File: config.mk
export PLATFORM = sky130hd
export DESIGN_NAME = vector_unit
export DESIGN_NICKNAME = d
export VERILOG_FILES = /design/src/pkg_tpu.sv /design/src/lane_exchange.sv /design/src/lane_unit.sv /design/src/scalar_reduce.sv /design/src/vector_control.sv /design/src/vector_unit.sv
export SDC_FILE = /design/constraint.sdc
export NUM_CORES = 1
export LEC_CHECK = 0
export BUFFER_PORTS_ARGS = -buffer_cell sky130_fd_sc_hd__buf_2
export CORE_ASPECT_RATIO = 1.25
export CORE_MARGIN = 4
export CORE_UTILIZATION = 30
export CTS_BUF_LIST = sky130_fd_sc_hd__clkbuf_8
export CTS_CLUSTER_DIAMETER = 120
export DETAILED_ROUTE_END_ITERATION = 8
export GPL_TIMING_DRIVEN = 0
export PLACE_DENSITY = 0.53
export SYNTH_ARGS = -nofsm -noshare
export SYNTH_HDL_FRONTEND = slang
export SYNTH_SLANG_ARGS = --single-unit
File: constraint.sdc
create_clock -name clock -period 4.1 [get_ports clock]
set_clock_uncertainty 0.15 [all_clocks]
set_input_delay 0.82 -clock clock [delete_from_list [all_inputs] [get_ports clock]]
set_output_delay 0.82 -clock clock [all_outputs]
set_load 0.005 [all_outputs]
File: src/pkg_tpu.sv
// Vector unit shared types
package pkg_tpu;

	////////////////////
	// Sizing
	////////////////////
	localparam int NUM_LANE = 4;						// Default lane count
	localparam int NUM_REG = 8;						// Registers per lane
	localparam int DATA_W = 16;						// Lane data width
	localparam int REG_IDX_W = $clog2(NUM_REG);		// Register index width

	////////////////////
	// Basic types
	////////////////////
	typedef logic [DATA_W-1:0] data_t;				// One lane data word
	typedef logic [NUM_LANE-1:0] lane_t;			// One bit per lane
	typedef logic [REG_IDX_W-1:0] reg_idx_t;		// Register index

	////////////////////
	// Command encoding
	////////////////////
	typedef enum logic [3:0] {
		OP_NOP = 4'd0,		// No operation
		OP_LDI = 4'd1,		// rd = scalar + lane index
		OP_ADD = 4'd2,		// rd = src1 + src2
		OP_SUB = 4'd3,		// rd = src1 - src2
		OP_AND = 4'd4,		// rd = src1 & src2
		OP_XOR = 4'd5,		// rd = src1 ^ src2
		OP_ROT = 4'd6,		// rd = src1 of next lane
		OP_BCAST = 4'd7,	// rd = src1 of lane 0
		OP_RSUM = 4'd8		// Scalar sum, no write
	} v_opcode_t;

	// Cross-lane routing mode
	typedef enum logic [1:0] {
		XCHG_NONE = 2'd0,	// Own operand
		XCHG_ROT = 2'd1,	// Neighbour operand
		XCHG_BCAST = 2'd2	// Lane 0 operand
	} xchg_t;

endpackage

File: src/lane_exchange.sv
// Cross-lane operand routing
`timescale 1ns/10ps

module lane_exchange
	import pkg_tpu::*;
#(
	parameter int NUM_LANE = pkg_tpu::NUM_LANE
) (
	input data_t lane_src1 [NUM_LANE],	// src1 from each lane
	input xchg_t xchg,					// Routing mode
	output data_t xchg_data [NUM_LANE]	// Operand delivered to each lane
);

	////////////////////
	// Routing
	////////////////////
	always_comb begin
		for (int i = 0; i < NUM_LANE; i++) begin
			case (xchg)
				XCHG_ROT: xchg_data[i] = lane_src1[(i + 1) % NUM_LANE];	// Next lane, wraps
				XCHG_BCAST: xchg_data[i] = lane_src1[0];				// Lane 0 to all
				default: xchg_data[i] = lane_src1[i];					// Own operand
			endcase
		end
	end

endmodule

File: src/lane_unit.sv
// Single SIMT lane
`timescale 1ns/10ps

module lane_unit
	import pkg_tpu::*;
#(
	parameter int NUM_LANE = pkg_tpu::NUM_LANE,
	parameter int LANE_ID = 0
) (
	input logic clock,
	input logic rst,
	input reg_idx_t rs1,				// Read index, issue stage
	input reg_idx_t rs2,
	input logic en,						// Lane enabled in execute stage
	input v_opcode_t op,
	input reg_idx_t rd,
	input data_t scalar,
	input data_t xchg_data,				// Routed operand from exchange
	output data_t lane_src1,			// Own src1 toward exchange
	output logic commit					// Writeback this cycle
);

	data_t reg_file [NUM_REG];			// Lane register file
	data_t src1_q;						// Operand stage
	data_t src2_q;
	data_t alu_res;
	logic wr_en;

	// Lane index must fit the array
	if (LANE_ID >= NUM_LANE) begin : g_bad_id
		$error("LANE_ID out of range");
	end

	////////////////////
	// Operand stage
	////////////////////
	always_ff @(posedge clock) begin
		src1_q <= reg_file[rs1];
		src2_q <= reg_file[rs2];
	end

	assign lane_src1 = src1_q;

	////////////////////
	// Execute
	////////////////////
	always_comb begin
		case (op)
			OP_LDI: alu_res = scalar + data_t'(LANE_ID);
			OP_ADD: alu_res = src1_q + src2_q;		// Wraps at 16 bits
			OP_SUB: alu_res = src1_q - src2_q;
			OP_AND: alu_res = src1_q & src2_q;
			OP_XOR: alu_res = src1_q ^ src2_q;
			OP_ROT,
			OP_BCAST: alu_res = xchg_data;			// Cross-lane move
			default: alu_res = src1_q;
		endcase
	end

	// NOP and RSUM commit without touching the file
	assign wr_en = en && (op != OP_RSUM) && (op != OP_NOP);
	assign commit = en;

	always_ff @(posedge clock) begin
		if (rst) begin
			for (int i = 0; i < NUM_REG; i++) begin
				reg_file[i] <= '0;
			end
		end else if (wr_en) begin
			reg_file[rd] <= alu_res;
		end
	end

	////////////////////
	// Checks
	////////////////////
	// Undefined opcodes would write src1 back
	a_op_legal: assert property (@(posedge clock) disable iff (rst)
		en |-> (op <= OP_RSUM))
		else $error("lane enabled with undefined opcode");

endmodule

File: src/scalar_reduce.sv
// Masked lane sum reduction
`timescale 1ns/10ps

module scalar_reduce
	import pkg_tpu::*;
#(
	parameter int NUM_LANE = pkg_tpu::NUM_LANE
) (
	input logic clock,
	input logic rst,
	input data_t lane_src1 [NUM_LANE],	// Operands from lanes
	input lane_t mask,					// Lanes taking part
	input logic reduce,					// Capture strobe
	output data_t scalar_out,
	output logic scalar_valid
);

	localparam int LVL = (NUM_LANE > 1) ? $clog2(NUM_LANE) : 1;	// Tree depth
	localparam int LEAF = 1 << LVL;								// Padded leaf count

	data_t leaf [LEAF];					// Masked operands, zero padded
	data_t node [2*LEAF-1];				// Heap order, root at 0

	////////////////////
	// Adder tree
	////////////////////
	for (genvar i = 0; i < LEAF; i++) begin : g_leaf
		if (i < NUM_LANE) begin : g_used
			assign leaf[i] = mask[i] ? lane_src1[i] : '0;
		end else begin : g_pad
			assign leaf[i] = '0;
		end
	end

	always_comb begin
		for (int i = 0; i < LEAF; i++) begin
			node[LEAF-1+i] = leaf[i];
		end
		for (int j = LEAF - 2; j >= 0; j--) begin
			node[j] = node[2*j+1] + node[2*j+2];	// Pairwise, wraps at 16 bits
		end
	end

	always_ff @(posedge clock) begin
		if (reduce) begin
			scalar_out <= node[0];		// Held until next reduction
		end
	end

	always_ff @(posedge clock) begin
		if (rst) begin
			scalar_valid <= 1'b0;
		end else begin
			scalar_valid <= reduce;
		end
	end

	a_reduce_mask: assert property (@(posedge clock) disable iff (rst)
		reduce |-> (mask != '0))
		else $error("reduction with no lane enabled");

endmodule

File: src/vector_control.sv
// Vector command issue and commit
`timescale 1ns/10ps

module vector_control
	import pkg_tpu::*;
#(
	parameter int NUM_LANE = pkg_tpu::NUM_LANE
) (
	input logic clock,
	input logic rst,
	input lane_t en_lane,				// Issue mask
	input v_opcode_t opcode,
	input reg_idx_t rd,
	input reg_idx_t rs1,
	input reg_idx_t rs2,
	input data_t scalar_in,
	output reg_idx_t stage1_rs1,		// Read index to lanes
	output reg_idx_t stage1_rs2,
	output lane_t stage2_en,			// Execute mask
	output v_opcode_t stage2_op,
	output reg_idx_t stage2_rd,
	output data_t stage2_scalar,
	output xchg_t stage2_xchg,
	output logic reduce,				// Reduction in execute stage
	input lane_t lane_commit,			// Writeback pulses from lanes
	output logic commit_req
);

	logic issue;						// Command present this cycle
	xchg_t xchg_dec;					// Decoded exchange mode
	logic reduce_dec;					// Decoded reduction

	////////////////////
	// Stage 1, issue
	////////////////////
	// Register file is read with the raw indices so operands land at the issue edge
	assign issue = |en_lane;
	assign stage1_rs1 = rs1;
	assign stage1_rs2 = rs2;

	always_comb begin
		case (opcode)
			OP_ROT: xchg_dec = XCHG_ROT;		// Take neighbour
			OP_BCAST: xchg_dec = XCHG_BCAST;	// Take lane 0
			default: xchg_dec = XCHG_NONE;
		endcase
	end

	assign reduce_dec = issue && (opcode == OP_RSUM);

	////////////////////
	// Stage 2, execute
	////////////////////
	always_ff @(posedge clock) begin
		if (rst) begin
			stage2_en <= '0;
			reduce <= 1'b0;
		end else begin
			stage2_en <= en_lane;				// Zero mask is a bubble
			reduce <= reduce_dec;
		end
	end

	always_ff @(posedge clock) begin
		stage2_op <= opcode;					// Payload, qualified by mask
		stage2_rd <= rd;
		stage2_scalar <= scalar_in;
		stage2_xchg <= xchg_dec;
	end

	// Commit once every enabled lane has reported writeback
	always_ff @(posedge clock) begin
		if (rst) begin
			commit_req <= 1'b0;
		end else begin
			commit_req <= (|stage2_en) && (lane_commit == stage2_en);
		end
	end

	////////////////////
	// Checks
	////////////////////
	a_commit_src: assert property (@(posedge clock) disable iff (rst)
		commit_req == $past(|stage2_en))
		else $error("commit_req out of step with stage 2 command");

	a_commit_mask: assert property (@(posedge clock) disable iff (rst)
		(lane_commit & ~stage2_en) == '0)
		else $error("lane commit outside stage 2 mask");

endmodule

File: src/vector_unit.sv
// SIMT vector unit top
`timescale 1ns/10ps

module vector_unit
	import pkg_tpu::*;
#(
	parameter int NUM_LANE = pkg_tpu::NUM_LANE
) (
	input logic clock,
	input logic rst,
	input lane_t en_lane,				// Lane enable, non-zero issues
	input v_opcode_t opcode,			// Command
	input reg_idx_t rd,					// Destination register
	input reg_idx_t rs1,				// Source register 1
	input reg_idx_t rs2,				// Source register 2
	input data_t scalar_in,				// Scalar operand
	output data_t scalar_out,			// Reduction result
	output logic scalar_valid,			// Reduction result strobe
	output logic commit_req				// All enabled lanes written back
);

	reg_idx_t stage1_rs1;				// Read indices, issue stage
	reg_idx_t stage1_rs2;
	lane_t stage2_en;					// Lane mask, execute stage
	v_opcode_t stage2_op;
	reg_idx_t stage2_rd;
	data_t stage2_scalar;
	xchg_t stage2_xchg;
	logic reduce;						// Reduction strobe
	lane_t lane_commit;					// Per-lane writeback pulses
	data_t lane_src1 [NUM_LANE];		// Registered src1 per lane
	data_t xchg_data [NUM_LANE];		// Routed operand per lane

	////////////////////
	// Issue and commit
	////////////////////
	vector_control #(
		.NUM_LANE(NUM_LANE)
	) u_control (
		.clock(clock),
		.rst(rst),
		.en_lane(en_lane),
		.opcode(opcode),
		.rd(rd),
		.rs1(rs1),
		.rs2(rs2),
		.scalar_in(scalar_in),
		.stage1_rs1(stage1_rs1),
		.stage1_rs2(stage1_rs2),
		.stage2_en(stage2_en),
		.stage2_op(stage2_op),
		.stage2_rd(stage2_rd),
		.stage2_scalar(stage2_scalar),
		.stage2_xchg(stage2_xchg),
		.reduce(reduce),
		.lane_commit(lane_commit),
		.commit_req(commit_req)
	);

	////////////////////
	// Lane array
	////////////////////
	for (genvar i = 0; i < NUM_LANE; i++) begin : g_lane
		lane_unit #(
			.NUM_LANE(NUM_LANE),
			.LANE_ID(i)
		) u_lane (
			.clock(clock),
			.rst(rst),
			.rs1(stage1_rs1),
			.rs2(stage1_rs2),
			.en(stage2_en[i]),
			.op(stage2_op),
			.rd(stage2_rd),
			.scalar(stage2_scalar),
			.xchg_data(xchg_data[i]),
			.lane_src1(lane_src1[i]),
			.commit(lane_commit[i])
		);
	end

	lane_exchange #(
		.NUM_LANE(NUM_LANE)
	) u_exchange (
		.lane_src1(lane_src1),
		.xchg(stage2_xchg),
		.xchg_data(xchg_data)
	);

	scalar_reduce #(
		.NUM_LANE(NUM_LANE)
	) u_reduce (
		.clock(clock),
		.rst(rst),
		.lane_src1(lane_src1),
		.mask(stage2_en),
		.reduce(reduce),
		.scalar_out(scalar_out),
		.scalar_valid(scalar_valid)
	);

endmodule
==> reports/results.tsv <==
metric	value	unit
commonest non-fill, non-tap cell in the layout	nor2_1	
Port Buffers	46	
Detailed Route WL	164000	um
Post-synth EDFFs	528	
Least-Margin Pin Slew	1.61	ns
drc violations	0	
global-route wire length before repair	230000	um
root buffer cell	clkbuf_8	
Pleak	17.2	nW
maximum vdd ir drop	0.238	mV
Flop pwr share	44.7	%
# H-tree levels	3	
Max-cap violations	1	
post-synthesis register bit count	688	
layout cells sized above 1	23.5	%
DIE WIDTH	337	um
Num CTS Buffers	114	
Final Instance Area	46700	um2
R2R Setup Slk	0.06	ns
worst path required time	4.54	ns
maximum buffer depth of the clock tree	3	
first-pass detailed-route iteration total	7	
power density cells	406	nW/um2
Yosys cell types	109	
Hold Path Depth	2	
Hold Crit Class	input pin to flop	
All-Layer GR Usage	23.0	%
Die H	419	um
TNS Setup	0	ns
Area Growth Syn to Fin	15.1	%
Tcrit/Tclk final	98.5	%
clock latency on the worst-skew pair	0.88	ns
Ports	53	
Reg2Reg Launch Point	u_control.stage2_op[1]$_DFF_P_	
hold_sp	en_lane[2]	
most frequent cells in the layout	nor2_1 (599), edfxtp_1 (528), mux4_2 (256)	
R2R depth	16	
CTS tree	yes	
Die Area	141000	um2
clock sinks	688	
status	finished with violations	
antenna violations before repair	18	
WL/cell	30.1	um
Core Box Area	134000	um2
placed inst area	43100	um2
Slew HR	-7.48	%
post-synthesis sequential area ratio	47.0	%
largest net degree at the start of global routing	18	
Main synth FF type	edfxtp_1	
Worst Hold Endpoint	u_control.stage2_en[2]$_SDFF_PP0_	
mapped cell area	40600	um2
row count	150	
gr ovfl total	0	
biggest fanout along the worst timing path	8	
fmax	248	MHz
crit start category	flop	
critical path class	flop to flop	
Final ANT Viol Nets	0	
Worst EP arrival	4.48	ns
Clk pin slew, worst setup/hold paths	0.07	ns
ys async rst share	0	%
Sw Share	32.1	%
syn_nets	3589	
CP endpoint kind	flop	
Final Slew Violations	11	
RR Endpoint	g_lane[1].u_lane.reg_file[1][13]$_SDFFCE_PN0P_	
Final setup viols	0	
Tmin final	4.04	ns
hpwl dp	120000	um
synthesized area per cell	12.0	um2
Logic pwr share	22.0	%
Post-Synthesis Cells	3371	
Final nets	3818	
Psw	6.08	mW
Initial Util	30.3	%
vias in the first global route	31157	
vias after detailed routing	30528	
Placer Congestion	0.999	
Iter 0 DRT Violations	3169	
DR vias/cell	5.59	
Pint	12.9	mW
Clk pwr share	33.2	%
Ys Warns	0	
Final Hold Fails	0	
failing checks	max-capacitance violations, max-slew violations	
routing by layer:
metal | global-route usage [%] | up-vias | wire (um)
li1 | - | 13198 | -
met1 | 27.4 | 15459 | 62200
met2 | 38.4 | 1431 | 78200
met3 | 4.74 | 436 | 12300
met4 | 14.0 | 4 | 11700
met5 | 0 | - | 26
cell type report:
cell class              count  area (um2)
fillers                 13338       87300
clock inverters            84         548
diodes                     11        27.5
plain buffers             206        1050
clock buffers             133        1830
multi-input cells        2373       20600
well taps                1748        2190
inverters                  96         360
repair buffers            121        1040
flip-flops and latches    688       19100
logic make-up after synthesis:
family,share of synthesized area (%)
AOI/OAI and AO/OA,9.52
adders and majority gates,6.27
and+or+nand+nor,12.0
buffers and inverters,3.21
xor gates and xnor gates,2.91
DFF,47.0
muxes,19.1
per-stage QoR:
stage | worst slack, ns | total power, mW | utilization [%] | std cells | hold slack [ns]
global route | -0.0144 | 19.7 | 34.8 | 5451 | 0.0863
global placement | -2.01 | 12.4 | 32.1 | 5165 | 0.541
detailed placement | -2.04 | 12.4 | 32.2 | 5170 | 0.545
finish | 0.0616 | 19.0 | 34.9 | 5460 | 0.116
CTS | 0.00460 | 18.9 | 34.5 | 5422 | 0.0172
floorplan | 0.133 | 10.9 | - | 3371 | 0.489
worst max path at each step:
stage	startpoint	endpoint	slack [ns]	cells past startpoint
5_1_grt	u_control.stage2_op[1]$_DFF_P_	g_lane[1].u_lane.reg_file[5][13]$_SDFFCE_PN0P_	-0.01	16
2_1_floorplan	u_control.stage2_en[3]$_SDFF_PP0_	u_reduce.scalar_out[14]$_DFFE_PP_	0.13	15
4_1_cts	u_control.stage2_op[1]$_DFF_P_	g_lane[1].u_lane.reg_file[5][13]$_SDFFCE_PN0P_	0.005	16
6_report	u_control.stage2_op[1]$_DFF_P_	g_lane[1].u_lane.reg_file[1][13]$_SDFFCE_PN0P_	0.06	16
3_3_place_gp	u_control.stage2_op[1]$_DFF_P_	g_lane[2].u_lane.reg_file[0][14]$_SDFFCE_PN0P_	-2.01	15
3_5_place_dp	u_control.stage2_op[1]$_DFF_P_	g_lane[2].u_lane.reg_file[1][14]$_SDFFCE_PN0P_	-2.04	15
synthesized netlist by cell type, types with 7 or more instances:
cell type  number  area [um2]
a21o_1         18         135
buf_1          13        48.8
mux4_2        256        5770
nor2_1        610        2290
or3_1          12        75.1
o211ai_1       13        97.6
nand3b_1        8        60.1
ha_1          149        1860
o31a_1          7        61.3
buf_4           8        60.1
o21ai_1        19        95.1
nand2b_1       58         363
buf_2          65         325
nand2_1       179         672
mux2i_1        42         420
a2111oi_0      11        96.3
o31ai_1        16         120
mux2_2        138        1550
a221oi_1       37         324
nor2b_1        20         125
o22ai_1        20         125
and2_1         36         225
dfxtp_1       160        3200
a211oi_1       33         248
and3_1          9        56.3
o32ai_1         8        70.1
nor3_1         50         250
a21oi_1       115         576
xnor2_1        84         736
o21ai_0        92         460
inv_1          96         360
nand4_1         9        56.3
edfxtp_1      528       15900
xor2_1         51         447
fa_1           34         681
a22oi_1        11        82.6
nor4_1         10        62.6
nand3_1        27         135
clkbuf_1      124         465
o21a_1         34         255
a221o_1        12         120
a31oi_1        10        62.6
power by group through the flow:
stage               combinational (mW)  clock (mW)  sequential [mW]
floorplan                         2.71           0             8.23
global placement                  3.82           0             8.56
detailed placement                3.85           0             8.58
CTS                               4.01        6.45             8.44
global route                      4.47        6.75             8.48
finish                            4.18        6.30             8.48
state kept, by name, summed over array words and instances, names as in the netlist, 2 cells and up:
register                 cells
g_lane.u_lane.lane_src1     64
g_lane.u_lane.reg_file     512
g_lane.u_lane.src2_q        64
u_control.stage2_en          4
u_control.stage2_op          4
u_control.stage2_rd          3
u_control.stage2_scalar     16
u_control.stage2_xchg        2
u_reduce.scalar_out         16
critical path, cell delays in order (launching register included):
cell and delay, ns:
dfxtp_2 0.32, buf_6 0.09, nor3b_4 0.19, buf_6 0.15, nand2_8 0.11, clkbuf_16 0.22, o21ai_4 0.16, inv_2 0.06
ha_4 0.23, nor2b_4 0.12, o31a_1 0.34, o41a_4 0.48, a311o_1 0.43, mux2i_2 0.19, a221oi_4 0.28, buf_12 0.18
nor2_2 0.03
timing repair:
action                                  4_1_cts  5_1_grt
endpoints found under the setup margin      487      276
hold endpoints to repair                     24        0
setup buffers                                16       29
hold buffers                                 23        0
resized for setup                            69       61
cloned                                        0        1
pin swaps                                    11       25
(Power assumes the default switching activity.)
